## config.mk

```make
export PLATFORM = sky130hd
export DESIGN_NAME = byte_fifo
export DESIGN_NICKNAME = d
export VERILOG_FILES = /design/src/verilog/uart_pkg.sv /design/src/verilog/sram_pkg.sv /design/src/verilog/byte_fifo.sv
export SDC_FILE = /design/constraint.sdc
export NUM_CORES = 1
export LEC_CHECK = 0
export BUFFER_PORTS_ARGS = -buffer_cell sky130_fd_sc_hd__buf_2
export CAP_MARGIN = 10
export CORE_UTILIZATION = 50
export CTS_CLUSTER_DIAMETER = 60
export DETAILED_ROUTE_END_ITERATION = 8
export HOLD_SLACK_MARGIN = 0.15
export PLACE_DENSITY = 0.77
export SLEW_MARGIN = 10
export SYNTH_ARGS = -nofsm -noshare
export SYNTH_HDL_FRONTEND = slang
export SYNTH_SLANG_ARGS = --single-unit
```

## constraint.sdc

```tcl
create_clock -name clk_50M -period 2.7 [get_ports clk_50M]
set_input_delay 0.135 -clock clk_50M [delete_from_list [all_inputs] [get_ports clk_50M]]
set_output_delay 0.135 -clock clk_50M [all_outputs]
set_load 0.01 [all_outputs]
```

## src/verilog/uart_pkg.sv

```systemverilog
package uart_pkg;

    // Serial bit period counted in clk_50M cycles
    localparam int bit_cycles = 16;
    localparam int bit_cnt_w  = $clog2(bit_cycles);
    localparam int data_bits  = 8;                      // 8N1 framing

    typedef logic [bit_cnt_w-1:0] bit_cnt_t;
    typedef logic [data_bits-1:0] byte_t;
    typedef logic [2:0]           bit_idx_t;            // Index of the data bit

    // Counter end values for a full period and for half a period
    localparam bit_cnt_t bit_last  = bit_cnt_t'(bit_cycles - 1);
    localparam bit_cnt_t half_last = bit_cnt_t'(bit_cycles / 2 - 1);
    localparam bit_idx_t idx_last  = bit_idx_t'(data_bits - 1);

    typedef enum logic [1:0] {
        rx_idle,                                        // Line high, waiting for start edge
        rx_start,                                       // Checking start bit at mid-bit
        rx_data,                                        // Shifting in data bits
        rx_stop                                         // Stop bit check
    } rx_state_t;

endpackage

```

## src/verilog/sram_pkg.sv

```systemverilog
package sram_pkg;

    // BaseRAM geometry
    localparam int sram_addr_w    = 20;
    localparam int sram_data_w    = 32;
    localparam int bytes_per_word = sram_data_w / 8;

    typedef logic [sram_addr_w-1:0]            sram_addr_t;
    typedef logic [sram_data_w-1:0]            sram_data_t;
    typedef logic [$clog2(bytes_per_word)-1:0] byte_idx_t;

    localparam byte_idx_t last_byte = byte_idx_t'(bytes_per_word - 1);

    // Width of the write strobe in clk_50M cycles
    localparam int write_cycles = 3;
    typedef logic [$clog2(write_cycles)-1:0] we_cnt_t;
    localparam we_cnt_t write_last = we_cnt_t'(write_cycles - 1);

    // Byte FIFO between receiver and loader
    localparam int fifo_depth = 16;
    localparam int fifo_ptr_w = $clog2(fifo_depth);
    typedef logic [fifo_ptr_w-1:0] fifo_ptr_t;
    typedef logic [fifo_ptr_w:0]   fifo_cnt_t;          // One extra bit for full
    localparam fifo_cnt_t fifo_full_count = fifo_cnt_t'(fifo_depth);

    localparam int led_w = 16;
    typedef logic [led_w-1:0] led_t;

    typedef enum logic [1:0] {
        ld_collect,                                     // Gathering bytes from FIFO
        ld_setup,                                       // CE low, bus driven
        ld_strobe,                                      // WE low
        ld_recover                                      // WE high, CE still low
    } loader_state_t;

endpackage

```

## src/verilog/byte_fifo.sv

```systemverilog
`timescale 1ns/100ps

module byte_fifo
    import uart_pkg::*;
    import sram_pkg::*;
(
    input  logic  clk_50M,
    input  logic  reset,
    input  logic  push,
    input  byte_t push_byte,
    input  logic  pop,
    output byte_t fifo_byte,
    output logic  fifo_empty,
    output logic  overflow
);

    byte_t     mem [fifo_depth];
    fifo_ptr_t wr_ptr;
    fifo_ptr_t rd_ptr;
    fifo_cnt_t count;
    logic      full;
    logic      do_push;
    logic      do_pop;

    assign full       = (count == fifo_full_count);
    assign fifo_empty = (count == '0);
    assign do_push    = push && !full;                  // Push on full is dropped
    assign do_pop     = pop && !fifo_empty;
    assign fifo_byte  = mem[rd_ptr];                    // Head of queue

    always_ff @(posedge clk_50M) begin
        if (do_push)
            mem[wr_ptr] <= push_byte;
    end

    always_ff @(posedge clk_50M) begin
        if (reset) begin
            wr_ptr   <= '0;
            rd_ptr   <= '0;
            count    <= '0;
            overflow <= 1'b0;
        end else begin
            if (do_push)
                wr_ptr <= wr_ptr + 1'b1;                // Wraps at depth
            if (do_pop)
                rd_ptr <= rd_ptr + 1'b1;
            case ({do_push, do_pop})
                2'b10:   count <= count + 1'b1;
                2'b01:   count <= count - 1'b1;
                default: count <= count;                // Both or neither
            endcase
            if (push && full)
                overflow <= 1'b1;                       // Sticky until reset
        end
    end

endmodule

```

Yosys cells after proc, flatten, opt, wreduce, memory -nomap -nowiden
Memories as Yosys holds them, arrays and structs flattened. A register that Yosys moved wholly into a read port is not among the register bits.
Cells that the tools add are included.
{"block": "word_totals", "register_bits": 14, "mem_bits_rw": 128, "inputBits": 12, "wordCells": 24, "n_memories": 1}
{"block": "classes", "n_addsub": 4, "eq_ne": 3, "mux": 5, "reduce_logical": 7}
{"memory": "mem", "depth": 16, "width": 8, "read_ports": 1, "rd_ports_with_merged_regs": 1, "wr": 1, "line_no": "byte_fifo.sv:17", "text": "byte_t mem [fifo_depth];"}
{"operator": "one-hot mux 5 bit (2 select lines)", "count": 1}
{"operator": "adder 4 x 1 -> 4 bit, second input constant", "count": 2}
{"operator": "2-to-1 mux 4 bit", "count": 2}
{"operator": "adder 5 x 1 -> 5 bit, second input constant", "count": 1}
{"operator": "== test 5 bit, second input constant", "count": 1}
{"operator": "zero test 5 bit", "count": 1}
{"operator": "subtractor 5 x 1 -> 5 bit, second input constant", "count": 1}
{"operator": "logical AND 1 bit", "count": 3}
{"operator": "== test 2 x 1 -> 1 bit, second input constant", "count": 1}
{"operator": "== test 2 bit, second input constant", "count": 1}
{"operator": "zero test 1 bit", "count": 2}
{"operator": "2-to-1 mux 1 bit", "count": 2}
{"operator": "nonzero test 2 bit", "count": 1}

Logic depth before layout (Yosys ltp)
Gate-level depths: netlist (run 1).
{"block": "logic_depth", "word_depth": 5, "ltp_mapped": 12}

Worst setup path before layout (run 1)
No wires, ideal clock.
{"block": "synth_path", "kind": "register to register", "from": "register count[1]", "to": "register count[2]", "arrival_time_ps": 2638, "required_time_ps": 2630, "setup_slack_ps": -8, "path_stages_with_launch": 12, "path_cell_list": "dfxtp_1 > buf_6 > or4_4 > o21ai_2 > inv_1 > ha_1 > clkbuf_1 > xor2_1 > ha_1 > o21a_1 > or4_1 > a21oi_1"}
{"block": "synth_between", "elab_chain_cells": 5, "word_cells_on_any_way": 12, "classes_between": "add/sub: 2; eq/ne: 3; mux: 1; reduce/logical: 6"}
{"item": "start, declared", "line_no": "byte_fifo.sv:20", "text": "fifo_cnt_t count;"}
{"item": "start signal, assigned", "line_no": "byte_fifo.sv:48", "text": "2'b10: count <= count + 1'b1;"}
{"item": "start signal, assigned", "line_no": "byte_fifo.sv:49", "text": "2'b01: count <= count - 1'b1;"}
{"item": "start signal, assigned", "line_no": "byte_fifo.sv:50", "text": "default: count <= count;"}
{"item": "zero test 5 bit (*)", "line_no": "byte_fifo.sv:26", "text": "assign fifo_empty = (count == '0);"}
{"item": "zero test 1 bit (*)", "line_no": "byte_fifo.sv:28", "text": "assign do_pop = pop && !fifo_empty;"}
{"item": "logical AND 1 bit (*)", "line_no": "byte_fifo.sv:28"}
{"item": "via do_pop", "line_no": "byte_fifo.sv:23", "text": "logic do_pop;"}
{"item": "== test 2 x 1 -> 1 bit / == test 2 bit (equally long branches)", "line_no": "byte_fifo.sv:47", "text": "case ({do_push, do_pop})"}
{"item": "one-hot mux 5 bit (2 select lines) / nonzero test 2 bit (equally long branches)"}
Mark *: on every way through the listed nets, which the timed path passes. The rest lies on a longest branch.
A chain may end at the register's enable or synchronous reset.

Worst setup path in the final report (run 1)
{"block": "layout_path", "from": "register count[0]", "to": "register count[2]"}
The elaborated chain is that of the path after synthesis.

==> results of run 1 <==
==> per-stage QoR <==
step           utilization [%]  instance area [sq um]  worst slack [ps]  instances  power, uW
6_report                  60.6                   6950               182        541       6080
5_1_grt                   60.6                   6950              4.82        541       6330
4_1_cts                   60.6                   6940               123        541       6110
3_5_place_dp              54.5                   6250               154        496       3890
3_3_place_gp              54.5                   6250               200        496       3840
2_1_floorplan                -                   5900              7.49        332       3550
==> layer usage <==
layer  wire (microns)  global-route usage, %  share of wire [%]
met5                0                      0                  0
met4              170                   8.18                1.5
met3              662                   5.38                5.8
met2             5920                   33.4                 52
met1             4620                   24.7                 41
==> power by group through the flow <==
stage          clock network, uW  registers (uW)  logic, uW
2_1_floorplan                  0            2670        876
3_3_place_gp                   0            2680       1170
3_5_place_dp                   0            2690       1200
4_1_cts                     2240            2640       1230
5_1_grt                     2350            2650       1330
6_report                    2220            2640       1220
==> area by class of cell <==
cell class | instances | area share (%)
flip-flops and latches | 146 | 60.5
multi-input cells | 160 | 22.8
clock buffers | 23 | 7.04
repair buffers | 53 | 5.62
well taps | 143 | 2.57
clock inverters | 9 | 1.08
inverters | 7 | 0.378
==> worst min-delay path by stage <==
stage / startpoint / to
6_report: rd_ptr[3] / rd_ptr[3]
5_1_grt: rd_ptr[3] / rd_ptr[3]
4_1_cts: rd_ptr[3] / rd_ptr[3]
3_5_place_dp: overflow / overflow
3_3_place_gp: overflow / overflow
2_1_floorplan: push_byte[0] / mem[0][0]
==> synthesized netlist by cell type, types with 2 or more instances <==
library cell                count  share of area, %
sky130_fd_sc_hd__a21oi_1        2              0.17
sky130_fd_sc_hd__a22oi_1       16               2.0
sky130_fd_sc_hd__and3b_2        2              0.34
sky130_fd_sc_hd__buf_1          2              0.13
sky130_fd_sc_hd__buf_2          4              0.34
sky130_fd_sc_hd__buf_4          3              0.38
sky130_fd_sc_hd__clkbuf_1       9              0.57
sky130_fd_sc_hd__dfxtp_1       18               6.1
sky130_fd_sc_hd__edfxtp_1     128                65
sky130_fd_sc_hd__ha_1           8               1.7
sky130_fd_sc_hd__inv_1          7              0.45
sky130_fd_sc_hd__mux2i_1        3              0.51
sky130_fd_sc_hd__mux4_2        32                12
sky130_fd_sc_hd__nand2_1       15              0.95
sky130_fd_sc_hd__nand2b_1       2              0.21
sky130_fd_sc_hd__nor2_1        29               1.8
sky130_fd_sc_hd__nor2b_1        4              0.42
sky130_fd_sc_hd__nor3_1         6              0.51
sky130_fd_sc_hd__nor3b_1        2              0.25
sky130_fd_sc_hd__o2111ai_1      2              0.30
sky130_fd_sc_hd__o211ai_1       2              0.25
sky130_fd_sc_hd__o21ai_0        2              0.17
sky130_fd_sc_hd__o22ai_1        2              0.21
sky130_fd_sc_hd__o31ai_1        2              0.25
sky130_fd_sc_hd__or3_1          3              0.32
sky130_fd_sc_hd__or4_1          2              0.25
sky130_fd_sc_hd__xnor2_1        2              0.30
sky130_fd_sc_hd__xor2_1         6              0.89
==> registers in the layout, summed over array words and instances, names as in the netlist, named ones only <==
| signal | count |
|---|---|
| count | 5 |
| wr_ptr | 4 |
| mem | 128 |
| overflow | 1 |
| rd_ptr | 4 |
==> worst max-delay path, stage by stage (launching register included) <==
cell and delay, ps:
sky130_fd_sc_hd__dfxtp_1 310, sky130_fd_sc_hd__or4_4 580, sky130_fd_sc_hd__o21ai_4 180, sky130_fd_sc_hd__inv_1 60, sky130_fd_sc_hd__ha_1 220, sky130_fd_sc_hd__xor2_1 160
sky130_fd_sc_hd__ha_2 200, sky130_fd_sc_hd__o21a_1 190, sky130_fd_sc_hd__or4_1 400, sky130_fd_sc_hd__a21oi_1 140
==> logic make-up (layout without fill, tap and decap cells) <==
kind of cell               after synthesis  count (layout)  share of synthesized area [%]
DFF                                    146             146                           71.3
and+or+nand+nor                         72              72                           6.26
AOI/OAI and AO/OA                       37              37                           4.77
muxes                                   35              35                           12.7
buffers and inverters                   26              92                           2.06
adders and majority gates                8               8                           1.70
xor gates and xnor gates                 8               8                           1.19
==> repair_timing <==
item | in CTS | in global routing
endpoints found under the hold margin | 143 | 0
hold buffers | 13 | 0
gates resized for setup | 0 | 3
endpoints found under the setup margin | 0 | 2
==> run summary, run 1 <==
Clk pwr share = 36.4%
Share of cells above drive strength 1 = 27.9%
LEAKAGE = 0.00240 uW
Number of filler cells placed in the layout = 785
Antenna violations before repair = 0
Number of unique standard cell types used by synthesis = 45
Maximum Capacitance Violations = 0
Fin crit period = 2520 ps
Critical path endpoint category = flop
Post-route DRC violation count = 0
Number of buffers created by CTS = 17
Setup slack, reg-to-reg = 180 ps
F_max = 397 MHz
Area enclosed by the die boundary = 0.0122 sq mm
Final #Nets = 405
Pint = 4510 uW
Sequential share of the synthesized area = 71.3%
DR pass1 iterations = 5
Depth of the worst register-to-register path = 9
Synthesized netlist cell count = 332
Switching power = 1570 uW
Outcome = finished clean
Via count of the first global-routing pass = 3259
Number of warning messages in the yosys log = 0
Number of synthesized register bits = 146
Worst skew pair latency = 420 ps
Worst hold slack after final layout = 534 ps
Detailed-route wire length per cell = 21.0 microns
Clk root buf = sky130_fd_sc_hd__clkbuf_16
Multi-input logic area = 0.00159 sq mm
Number of cells on the worst hold path = 2
Sink Count = 146
Required time of the critical path = 3050 ps
Vias per cell = 5.89
Total number of placement rows = 39
Arrival time of data at the critical path endpoint = 2870 ps
Number of endpoints with negative hold slack in the final report = 0
Area overhead of the layout relative to synthesis = 17.9%
Die Height = 111 microns
Finish-stage setup viols = 0
Worst Tran Pin Value = 959 ps
Io pins = 22
Critical path peak fanout = 5
Beginning of the critical path = count[0]
Top flip-flop cell by instance count after synthesis = sky130_fd_sc_hd__edfxtp_1
Net Sw Frac = 25.8%
RSZ-0062 raised after global routing = false
Beginning of the worst register-to-register path = count[0]
Vias = 3189
Last element of the critical path = count[2]
Die Width = 111 microns
Post-Route WL = 11.4 mm
Initial core utilization = 51.4%
Pin count of the biggest net entering global routing = 33
Clock transition at the registers of the reported paths = 60 ps
Synth Cell Area = 0.00590 sq mm
Placer's final routability congestion estimate = 0.809
Critical path class = reg -> reg
Core box area = 0.0115 sq mm
H-tree level count = 4
Port Buffers = 21
Syn Nets = 352
Number of buffers between clock root and the deepest sink = 2
Proportion of synthesized flip-flops having asynchronous set or reset = 0%
Sequential cell area = 0.00421 sq mm
Worst Clk Skew = 8.75 ps
Post-route setup TNS = 0 ps
Worst slew margin relative to its limit = 35.8%
Synthesized area divided by synthesized cell count = 17.8 sq um
Type of the worst min-delay path = reg -> reg
Part of the power in registers = 43.4%
CTS tree = yes
Post-route clock period utilization = 93.2%
Power per cell area = 875 mW/mm^2
Commonest cells after routing, fill and taps aside = sky130_fd_sc_hd__edfxtp_1 (128), sky130_fd_sc_hd__mux4_2 (32), sky130_fd_sc_hd__nor2_1 (29)
Kind of start point of the critical path = flop
Reg-to-Reg End = count[2]
Leftover overflow at the end of global routing = 0
Combinational share of power = 20.1%
Count of inserted antenna diode cells = 0
Number of buffers inserted by post-CTS setup repair = 0
Number of pins with negative max-slew slack in the final report = 0
Maximum vdd drop = 0.566 mV
Post-synth EDFFs = 128
DRC violation total after the first TritonRoute iteration = 295
Most common library cell in the layout ignoring fill and taps = sky130_fd_sc_hd__edfxtp_1
Half-perimeter wire length after placement = 6.91 mm
Global-route wire length before repair = 17.9 mm
Post-detailed-route count of antenna-violating nets = 0
All-Layer GR Usage = 20.0%
No activity file was read; power rests on OpenSTA's default activity.
==> run 2, diff against run 1 <==
- CORE_UTILIZATION: 50 -> 35
- PLACE_DENSITY: 0.77 -> 0.6
==> run 2 against run 1 <==
  * Fmax decreased by 2.5%
  * Sequential cell count unchanged
  * Global-route usage decreased by 5.1 points
  * Via count decreased by 2.0%
  * Critical path type unchanged
  * Highest routed layer unchanged
  * Combinational power about the same
  * Clock skew decreased by 3.7 ps
==> run summary, run 2 (same netlist as run 1, synthesis figures left out) <==
Kind of start point of the critical path = flop
Io pins = 22 (unchanged)
Clk root buf = sky130_fd_sc_hd__clkbuf_16
Worst-case hold path end point = rd_ptr[3]
Required time of the critical path = 2990 ps (-60 ps)
DR pass1 iterations = 6 (+1)
Initial core utilization = 35.7% (-16 points)
Post-route setup TNS = 0 ps (unchanged)
Pwr Total = 6280 uW (+3.3%)
Most common library cell in the layout ignoring fill and taps = sky130_fd_sc_hd__edfxtp_1
Total number of placement rows = 47 (+21%)
Number of endpoints with negative hold slack in the final report = 0 (unchanged)
F_max = 387 MHz (-2.5%)
Critical path class = reg -> reg
DRC violation total after the first TritonRoute iteration = 248 (-16%)
Worst Tran Pin Value = 961 ps (+2.12 ps)
Fin crit period = 2580 ps (+63.8 ps)
Global-route wire length before repair = 18.8 mm (+5.3%)
Critical path endpoint category = flop
Number of pins with negative max-slew slack in the final report = 0 (unchanged)
Detailed-route wire length per cell = 19.2 microns (-8.9%)
Maximum vdd drop = 0.465 mV (-18%)
Number of cells on the worst hold path = 2 (unchanged)
Post-Route WL = 11.8 mm (+4.1%)
Via count of the first global-routing pass = 3327 (+2.1%)
Wl on met1 = 5.36 mm (+16%)
Area overhead of the layout relative to synthesis = 20.1%
Post-route DRC violation count = 0 (unchanged)
Port Buffers = 21 (unchanged)
H-tree level count = 4 (unchanged)
Worst skew pair latency = 420 ps (about the same)
Reg-to-Reg End = count[4]
Maximum Capacitance Violations = 0 (unchanged)
Top layer in use = met4
Crit path largest cell delay = 550 ps (-30 ps)
Core box area = 0.0165 sq mm (+44%)
Worst Clk Skew = 5.08 ps (-3.67 ps)
Area enclosed by the die boundary = 0.0174 sq mm (+42%)
Antenna violations before repair = 0 (unchanged)
Die Height = 132 microns (+19%)
Vias per cell = 5.06 (-14%)
Clock transition at the registers of the reported paths = 60 ps (about the same)
Power per cell area = 887 mW/mm^2 (+1.4%)
Largest regs = mem x128, count x5
Finish-stage setup viols = 0 (unchanged)
Number of filler cells placed in the layout = 1472 (+88%)
Setup slack, reg-to-reg = 120 ps (-60 ps)
Post-route clock period utilization = 95.6% (+2.4 points)
RSZ-0062 raised after global routing = false
Half-perimeter wire length after placement = 7.71 mm (+12%)
Worst slew margin relative to its limit = 35.7% (-0.14 points)
Critical path peak fanout = 4 (-1)
Vias = 3125 (-2.0%)
Slowest-stage cell, CP = sky130_fd_sc_hd__or4_4
Max FFs per register = 128 (unchanged)
Commonest cells after routing, fill and taps aside = sky130_fd_sc_hd__edfxtp_1 (128), sky130_fd_sc_hd__mux4_2 (32), sky130_fd_sc_hd__nor2_1 (29)
Chain of cells forming the critical path = or4_4, o21ai_4, inv_1, ha_1, xor2_1, ha_1, o31ai_1, o22ai_1, nand4bb_1
Leftover overflow at the end of global routing = 0 (unchanged)
Outcome = finished clean
LEAKAGE = 0.00240 uW (+0.19%)
Type of the worst min-delay path = reg -> reg
Number of buffers inserted by post-CTS setup repair = 0 (unchanged)
All-Layer GR Usage = 14.9% (-5.1 points)
Depth of the worst register-to-register path = 9 (unchanged)
Placer's final routability congestion estimate = 0.744 (-8.1%)
Number of buffers created by CTS = 17 (unchanged)
Arrival time of data at the critical path endpoint = 2870 ps (about the same)
Final #Nets = 405 (unchanged)
Post-detailed-route count of antenna-violating nets = 0 (unchanged)
Die Width = 132 microns (+19%)
Number of buffers between clock root and the deepest sink = 2 (unchanged)
Met2 Wirelength = 5.95 mm (+0.61%)
Largest reg by FF count = mem
Sink Count = 146 (unchanged)
Dominant cell type by count on the critical path = sky130_fd_sc_hd__ha_1
Beginning of the worst register-to-register path = count[0]
Share of cells above drive strength 1 = 27.9% (unchanged)
Start point of the worst hold path = rd_ptr[3]
Pin count of the biggest net entering global routing = 33 (unchanged)
Met3 WL = 332 microns (-50%)
Count of inserted antenna diode cells = 0 (unchanged)
CTS tree = yes
[run 2: cell types whose count changed in the layout (fill, tap and decap cells not counted), moves of 2 or more]
cell / previous run / this run
sky130_fd_sc_hd__clkinv_2: 4 / 1
sky130_fd_sc_hd__inv_4: 4 / 0
sky130_fd_sc_hd__bufinv_16: 1 / 3
sky130_fd_sc_hd__clkinvlp_4: 0 / 3
sky130_fd_sc_hd__inv_6: 0 / 4
sky130_fd_sc_hd__clkbuf_1: 3 / 1
sky130_fd_sc_hd__clkbuf_8: 2 / 0
[run 2: final cells by class]
class                      count  area, sq um  area share, %
multi-input combinational    160         1580           22.3
inverter                       7         26.3          0.371
clock inverter                14          176           2.49
clock buffer                  18          429           6.06
timing repair buffer          53          388           5.48
tap                          220          275           3.89
sequential                   146         4210           59.4
[run 2: worst max-delay path by stage]
stage,from,slack (ps),to
6_report,count[0],120,count[4]
5_1_grt,count[0],20,count[4]
2_1_floorplan,count[1],7,count[2]
3_5_place_dp,count[0],130,count[4]
3_3_place_gp,count[0],200,count[2]
4_1_cts,count[0],120,count[4]
[run 2: power by group]
part	total (uW)	internal [uW]	switching, uW
clock network	2400	1470	938
logic	1220	591	632
registers	2650	2570	81.3
total	6280	4630	1650
[run 2: critical path: cells and delay by family (launching register included)]
family                     cells  cell delay, ps
adders and majority gates      2             470
xor gates and xnor gates       1             160
and+or+nand+nor                2             760
buffers and inverters          1              70
AOI/OAI and AO/OA              3             700
DFF                            1             310
[run 2: through the flow]
step / area, sq um / hold slack (ps) / setup slack, ps / std cells / util [%]
2_1_floorplan: 5900 / 234 / 7.49 / 332 / -
3_3_place_gp: 6350 / 481 / 204 / 574 / 38.4
3_5_place_dp: 6350 / 474 / 127 / 574 / 38.4
4_1_cts: 7080 / 535 / 115 / 618 / 42.8
5_1_grt: 7080 / 577 / 21.3 / 618 / 42.8
6_report: 7080 / 517 / 119 / 618 / 42.8
[run 2: timing repair]
item	4_1_cts	5_1_grt
resized for setup	0	0
hold buffers	12	0
hold endpoints to repair	144	0
[run 2: layer usage]
metal,up-vias,track usage (%)
li1,1429,-
met2,56,24.6
met3,23,4.19
met1,1617,18.9
met5,-,0
met4,0,5.04
==> run 3, diff against run 2 <==
- CORE_MARGIN: unset -> 5
- RECOVER_POWER: unset -> 100
==> run 3 against run 2 <==
  * Clock-buffer cell count stayed put
  * Sequential power barely moved
  * Sequential share of layout area up 1.1 points
  * First-iteration DRC count down 6.9%
  * Register-to-register slack better by 50 ps
  * Worst setup slack improved by 48 ps
  * Power decreased by 4.3%
  * Hold slack got worse by 3.8 ps
  * Largest cell class unchanged
  * Highest routed layer unchanged
==> run summary, run 3 (same netlist as run 1, synthesis figures left out) <==
Leftover overflow at the end of global routing = 0 (unchanged)
Post-route clock period utilization = 93.8% (-1.8 points)
Worst setup timing slack at the placement stage = 179 ps (+52.2 ps)
Max FFs per register = 128 (unchanged)
All-Layer GR Usage = 12.7% (-2.2 points)
Vias = 3086 (-1.2%)
Met3 WL = 598 microns (+80%)
Number of endpoints with negative hold slack in the final report = 0 (unchanged)
Switching power = 1550 uW (-6.2%)
Net Sw Frac = 25.8% (-0.52 points)
Post-detailed-route count of antenna-violating nets = 0 (unchanged)
Clk pwr share = 36.2% (-2.1 points)
Worst slew margin relative to its limit = 36.2% (+0.52 points)
Area enclosed by the die boundary = 0.0195 sq mm (+13%)
Fin crit period = 2530 ps (-48.2 ps)
Number of buffers inserted by post-CTS setup repair = 0 (unchanged)
Number of standard cells in the layout, taps in and fillers out = 619 (+0.16%)
Pint = 4460 uW (-3.7%)
Port Buffers = 21 (unchanged)
DR pass1 iterations = 5 (-1)
Post-Route WL = 11.6 mm (-2.3%)
F_max = 395 MHz (+1.9%)
Finish-stage setup viols = 0 (unchanged)
Outcome = finished clean
Pin count of the biggest net entering global routing = 33 (unchanged)
Core box area = 0.0166 sq mm (+0.36%)
Arrival time of data at the critical path endpoint = 2880 ps (about the same)
Antenna violations before repair = 0 (unchanged)
Share of cells above drive strength 1 = 19.8% (-8.1 points)
Met2 Wirelength = 5.79 mm (-2.7%)
Clock transition at the registers of the reported paths = 60 ps (about the same)
Combinational share of power = 19.6% (about the same)
H-tree level count = 4 (unchanged)
Worst Tran Pin Value = 954 ps (-7.77 ps)
Kind of start point of the critical path = flop
Number of pins with negative max-slew slack in the final report = 0 (unchanged)
Commonest cells after routing, fill and taps aside = sky130_fd_sc_hd__edfxtp_1 (128), sky130_fd_sc_hd__mux4_2 (32), sky130_fd_sc_hd__nor2_1 (29), sky130_fd_sc_hd__clkbuf_1 (29)
Half-perimeter wire length after placement = 7.66 mm (-0.67%)
Clk root buf = sky130_fd_sc_hd__clkbuf_16
Part of the power in registers = 44.2% (+2.0 points)
Critical path class = reg -> reg
Worst skew pair latency = 410 ps (about the same)
DRC violation total after the first TritonRoute iteration = 231 (-6.9%)
Detailed-route wire length per cell = 18.7 microns (-2.5%)
Worst hold slack after final layout = 514 ps (-3.76 ps)
Via count of the first global-routing pass = 3260 (-2.0%)
RSZ-0062 raised after global routing = false
Number of filler cells placed in the layout = 1508 (+2.4%)
Number of buffers between clock root and the deepest sink = 2 (unchanged)
Number of buffers created by CTS = 17 (unchanged)
Maximum Capacitance Violations = 0 (unchanged)
Worst Clk Skew = 6.24 ps (+1.16 ps)
Vias per cell = 4.99 (-1.4%)
CTS tree = yes
Post-route setup TNS = 0 ps (unchanged)
Maximum vdd drop = 0.558 mV (+20%)
Initial core utilization = 35.6% (-0.13 points)
Die Height = 140 microns (+6.1%)
Power per cell area = 864 mW/mm^2 (-2.6%)
Top layer in use = met4
Io pins = 22 (unchanged)
LEAKAGE = 0.00228 uW (-5.0%)
Die Width = 140 microns (+6.1%)
Placer's final routability congestion estimate = 0.765 (+2.8%)
Most common library cell in the layout ignoring fill and taps = sky130_fd_sc_hd__edfxtp_1
Critical path peak fanout = 4 (unchanged)
Global-route wire length before repair = 18.7 mm (-0.96%)
Area overhead of the layout relative to synthesis = 17.9%
Type of the worst min-delay path = reg -> reg
Final #Nets = 406 (+0.25%)
Post-route DRC violation count = 0 (unchanged)
Wl on met1 = 5.09 mm (-5.1%)
Worst setup margin = 167 ps (+48.2 ps)
Critical path endpoint category = flop
Inst Count DP = 575 (+0.17%)
Largest regs = mem x128, count x5
Required time of the critical path = 3040 ps (+50 ps)
Sink Count = 146 (unchanged)
Count of inserted antenna diode cells = 0 (unchanged)
Total number of placement rows = 47 (unchanged)
Largest reg by FF count = mem
-- run 3: worst max-delay path, cell delays in order (launching register included) --
cell and delay [ps]:
sky130_fd_sc_hd__dfxtp_1 310, sky130_fd_sc_hd__or4_4 550, sky130_fd_sc_hd__o21ai_4 180, sky130_fd_sc_hd__inv_1 70, sky130_fd_sc_hd__ha_1 230, sky130_fd_sc_hd__xor2_1 160
sky130_fd_sc_hd__ha_1 230, sky130_fd_sc_hd__o21a_1 210, sky130_fd_sc_hd__or4_1 390, sky130_fd_sc_hd__a21oi_1 140
-- run 3: stage by stage --
stage | area, sq um | util, % | total power, uW
6_report | 6950 | 41.9 | 6010
3_3_place_gp | 6360 | 38.4 | 3900
2_1_floorplan | 5900 | - | 3550
5_1_grt | 6950 | 41.9 | 6310
3_5_place_dp | 6360 | 38.4 | 3930
4_1_cts | 7030 | 42.4 | 6130
-- run 3: cell type report --
class / count / area (sq um) / share of cell area (%)
inverters: 7 / 26.3 / 0.378
clock buffers: 18 / 429 / 6.17
multi-input cells: 160 / 1570 / 22.6
clock inverters: 14 / 121 / 1.75
repair buffers: 54 / 323 / 4.64
flip-flops and latches: 146 / 4210 / 60.5
well taps: 220 / 275 / 3.96
-- run 3: routing by layer --
metal,track usage (%),up-vias
li1,-,1437
met3,4.08,9
met5,0,-
met1,16.4,1560
met2,20.7,80
met4,3.52,0
-- run 3: power groups by stage --
| stage | Clock (uW) | Sequential [uW] | Combinational (uW) |
|---|---|---|---|
| 2_1_floorplan | 0 | 2670 | 876 |
| 3_3_place_gp | 0 | 2690 | 1210 |
| 3_5_place_dp | 0 | 2700 | 1230 |
| 4_1_cts | 2220 | 2650 | 1250 |
| 5_1_grt | 2340 | 2670 | 1300 |
| 6_report | 2180 | 2650 | 1180 |
-- run 3: final timing paths --
path	startpoint	to	slack (ps)	depth (start not counted)
worst max-delay path	count[0]	count[2]	170	9
worst min-delay path	rd_ptr[3]	flop	510	2
worst max register to register	count[0]	count[2]	170	9
worst min register to register	rd_ptr[3]	flop	510	2
-- run 3: repair_timing --
| item | CTS | global route |
|---|---|---|
| resized for setup | 0 | 0 |
| endpoints found under the hold margin | 144 | 0 |
| hold buffers | 12 | 0 |
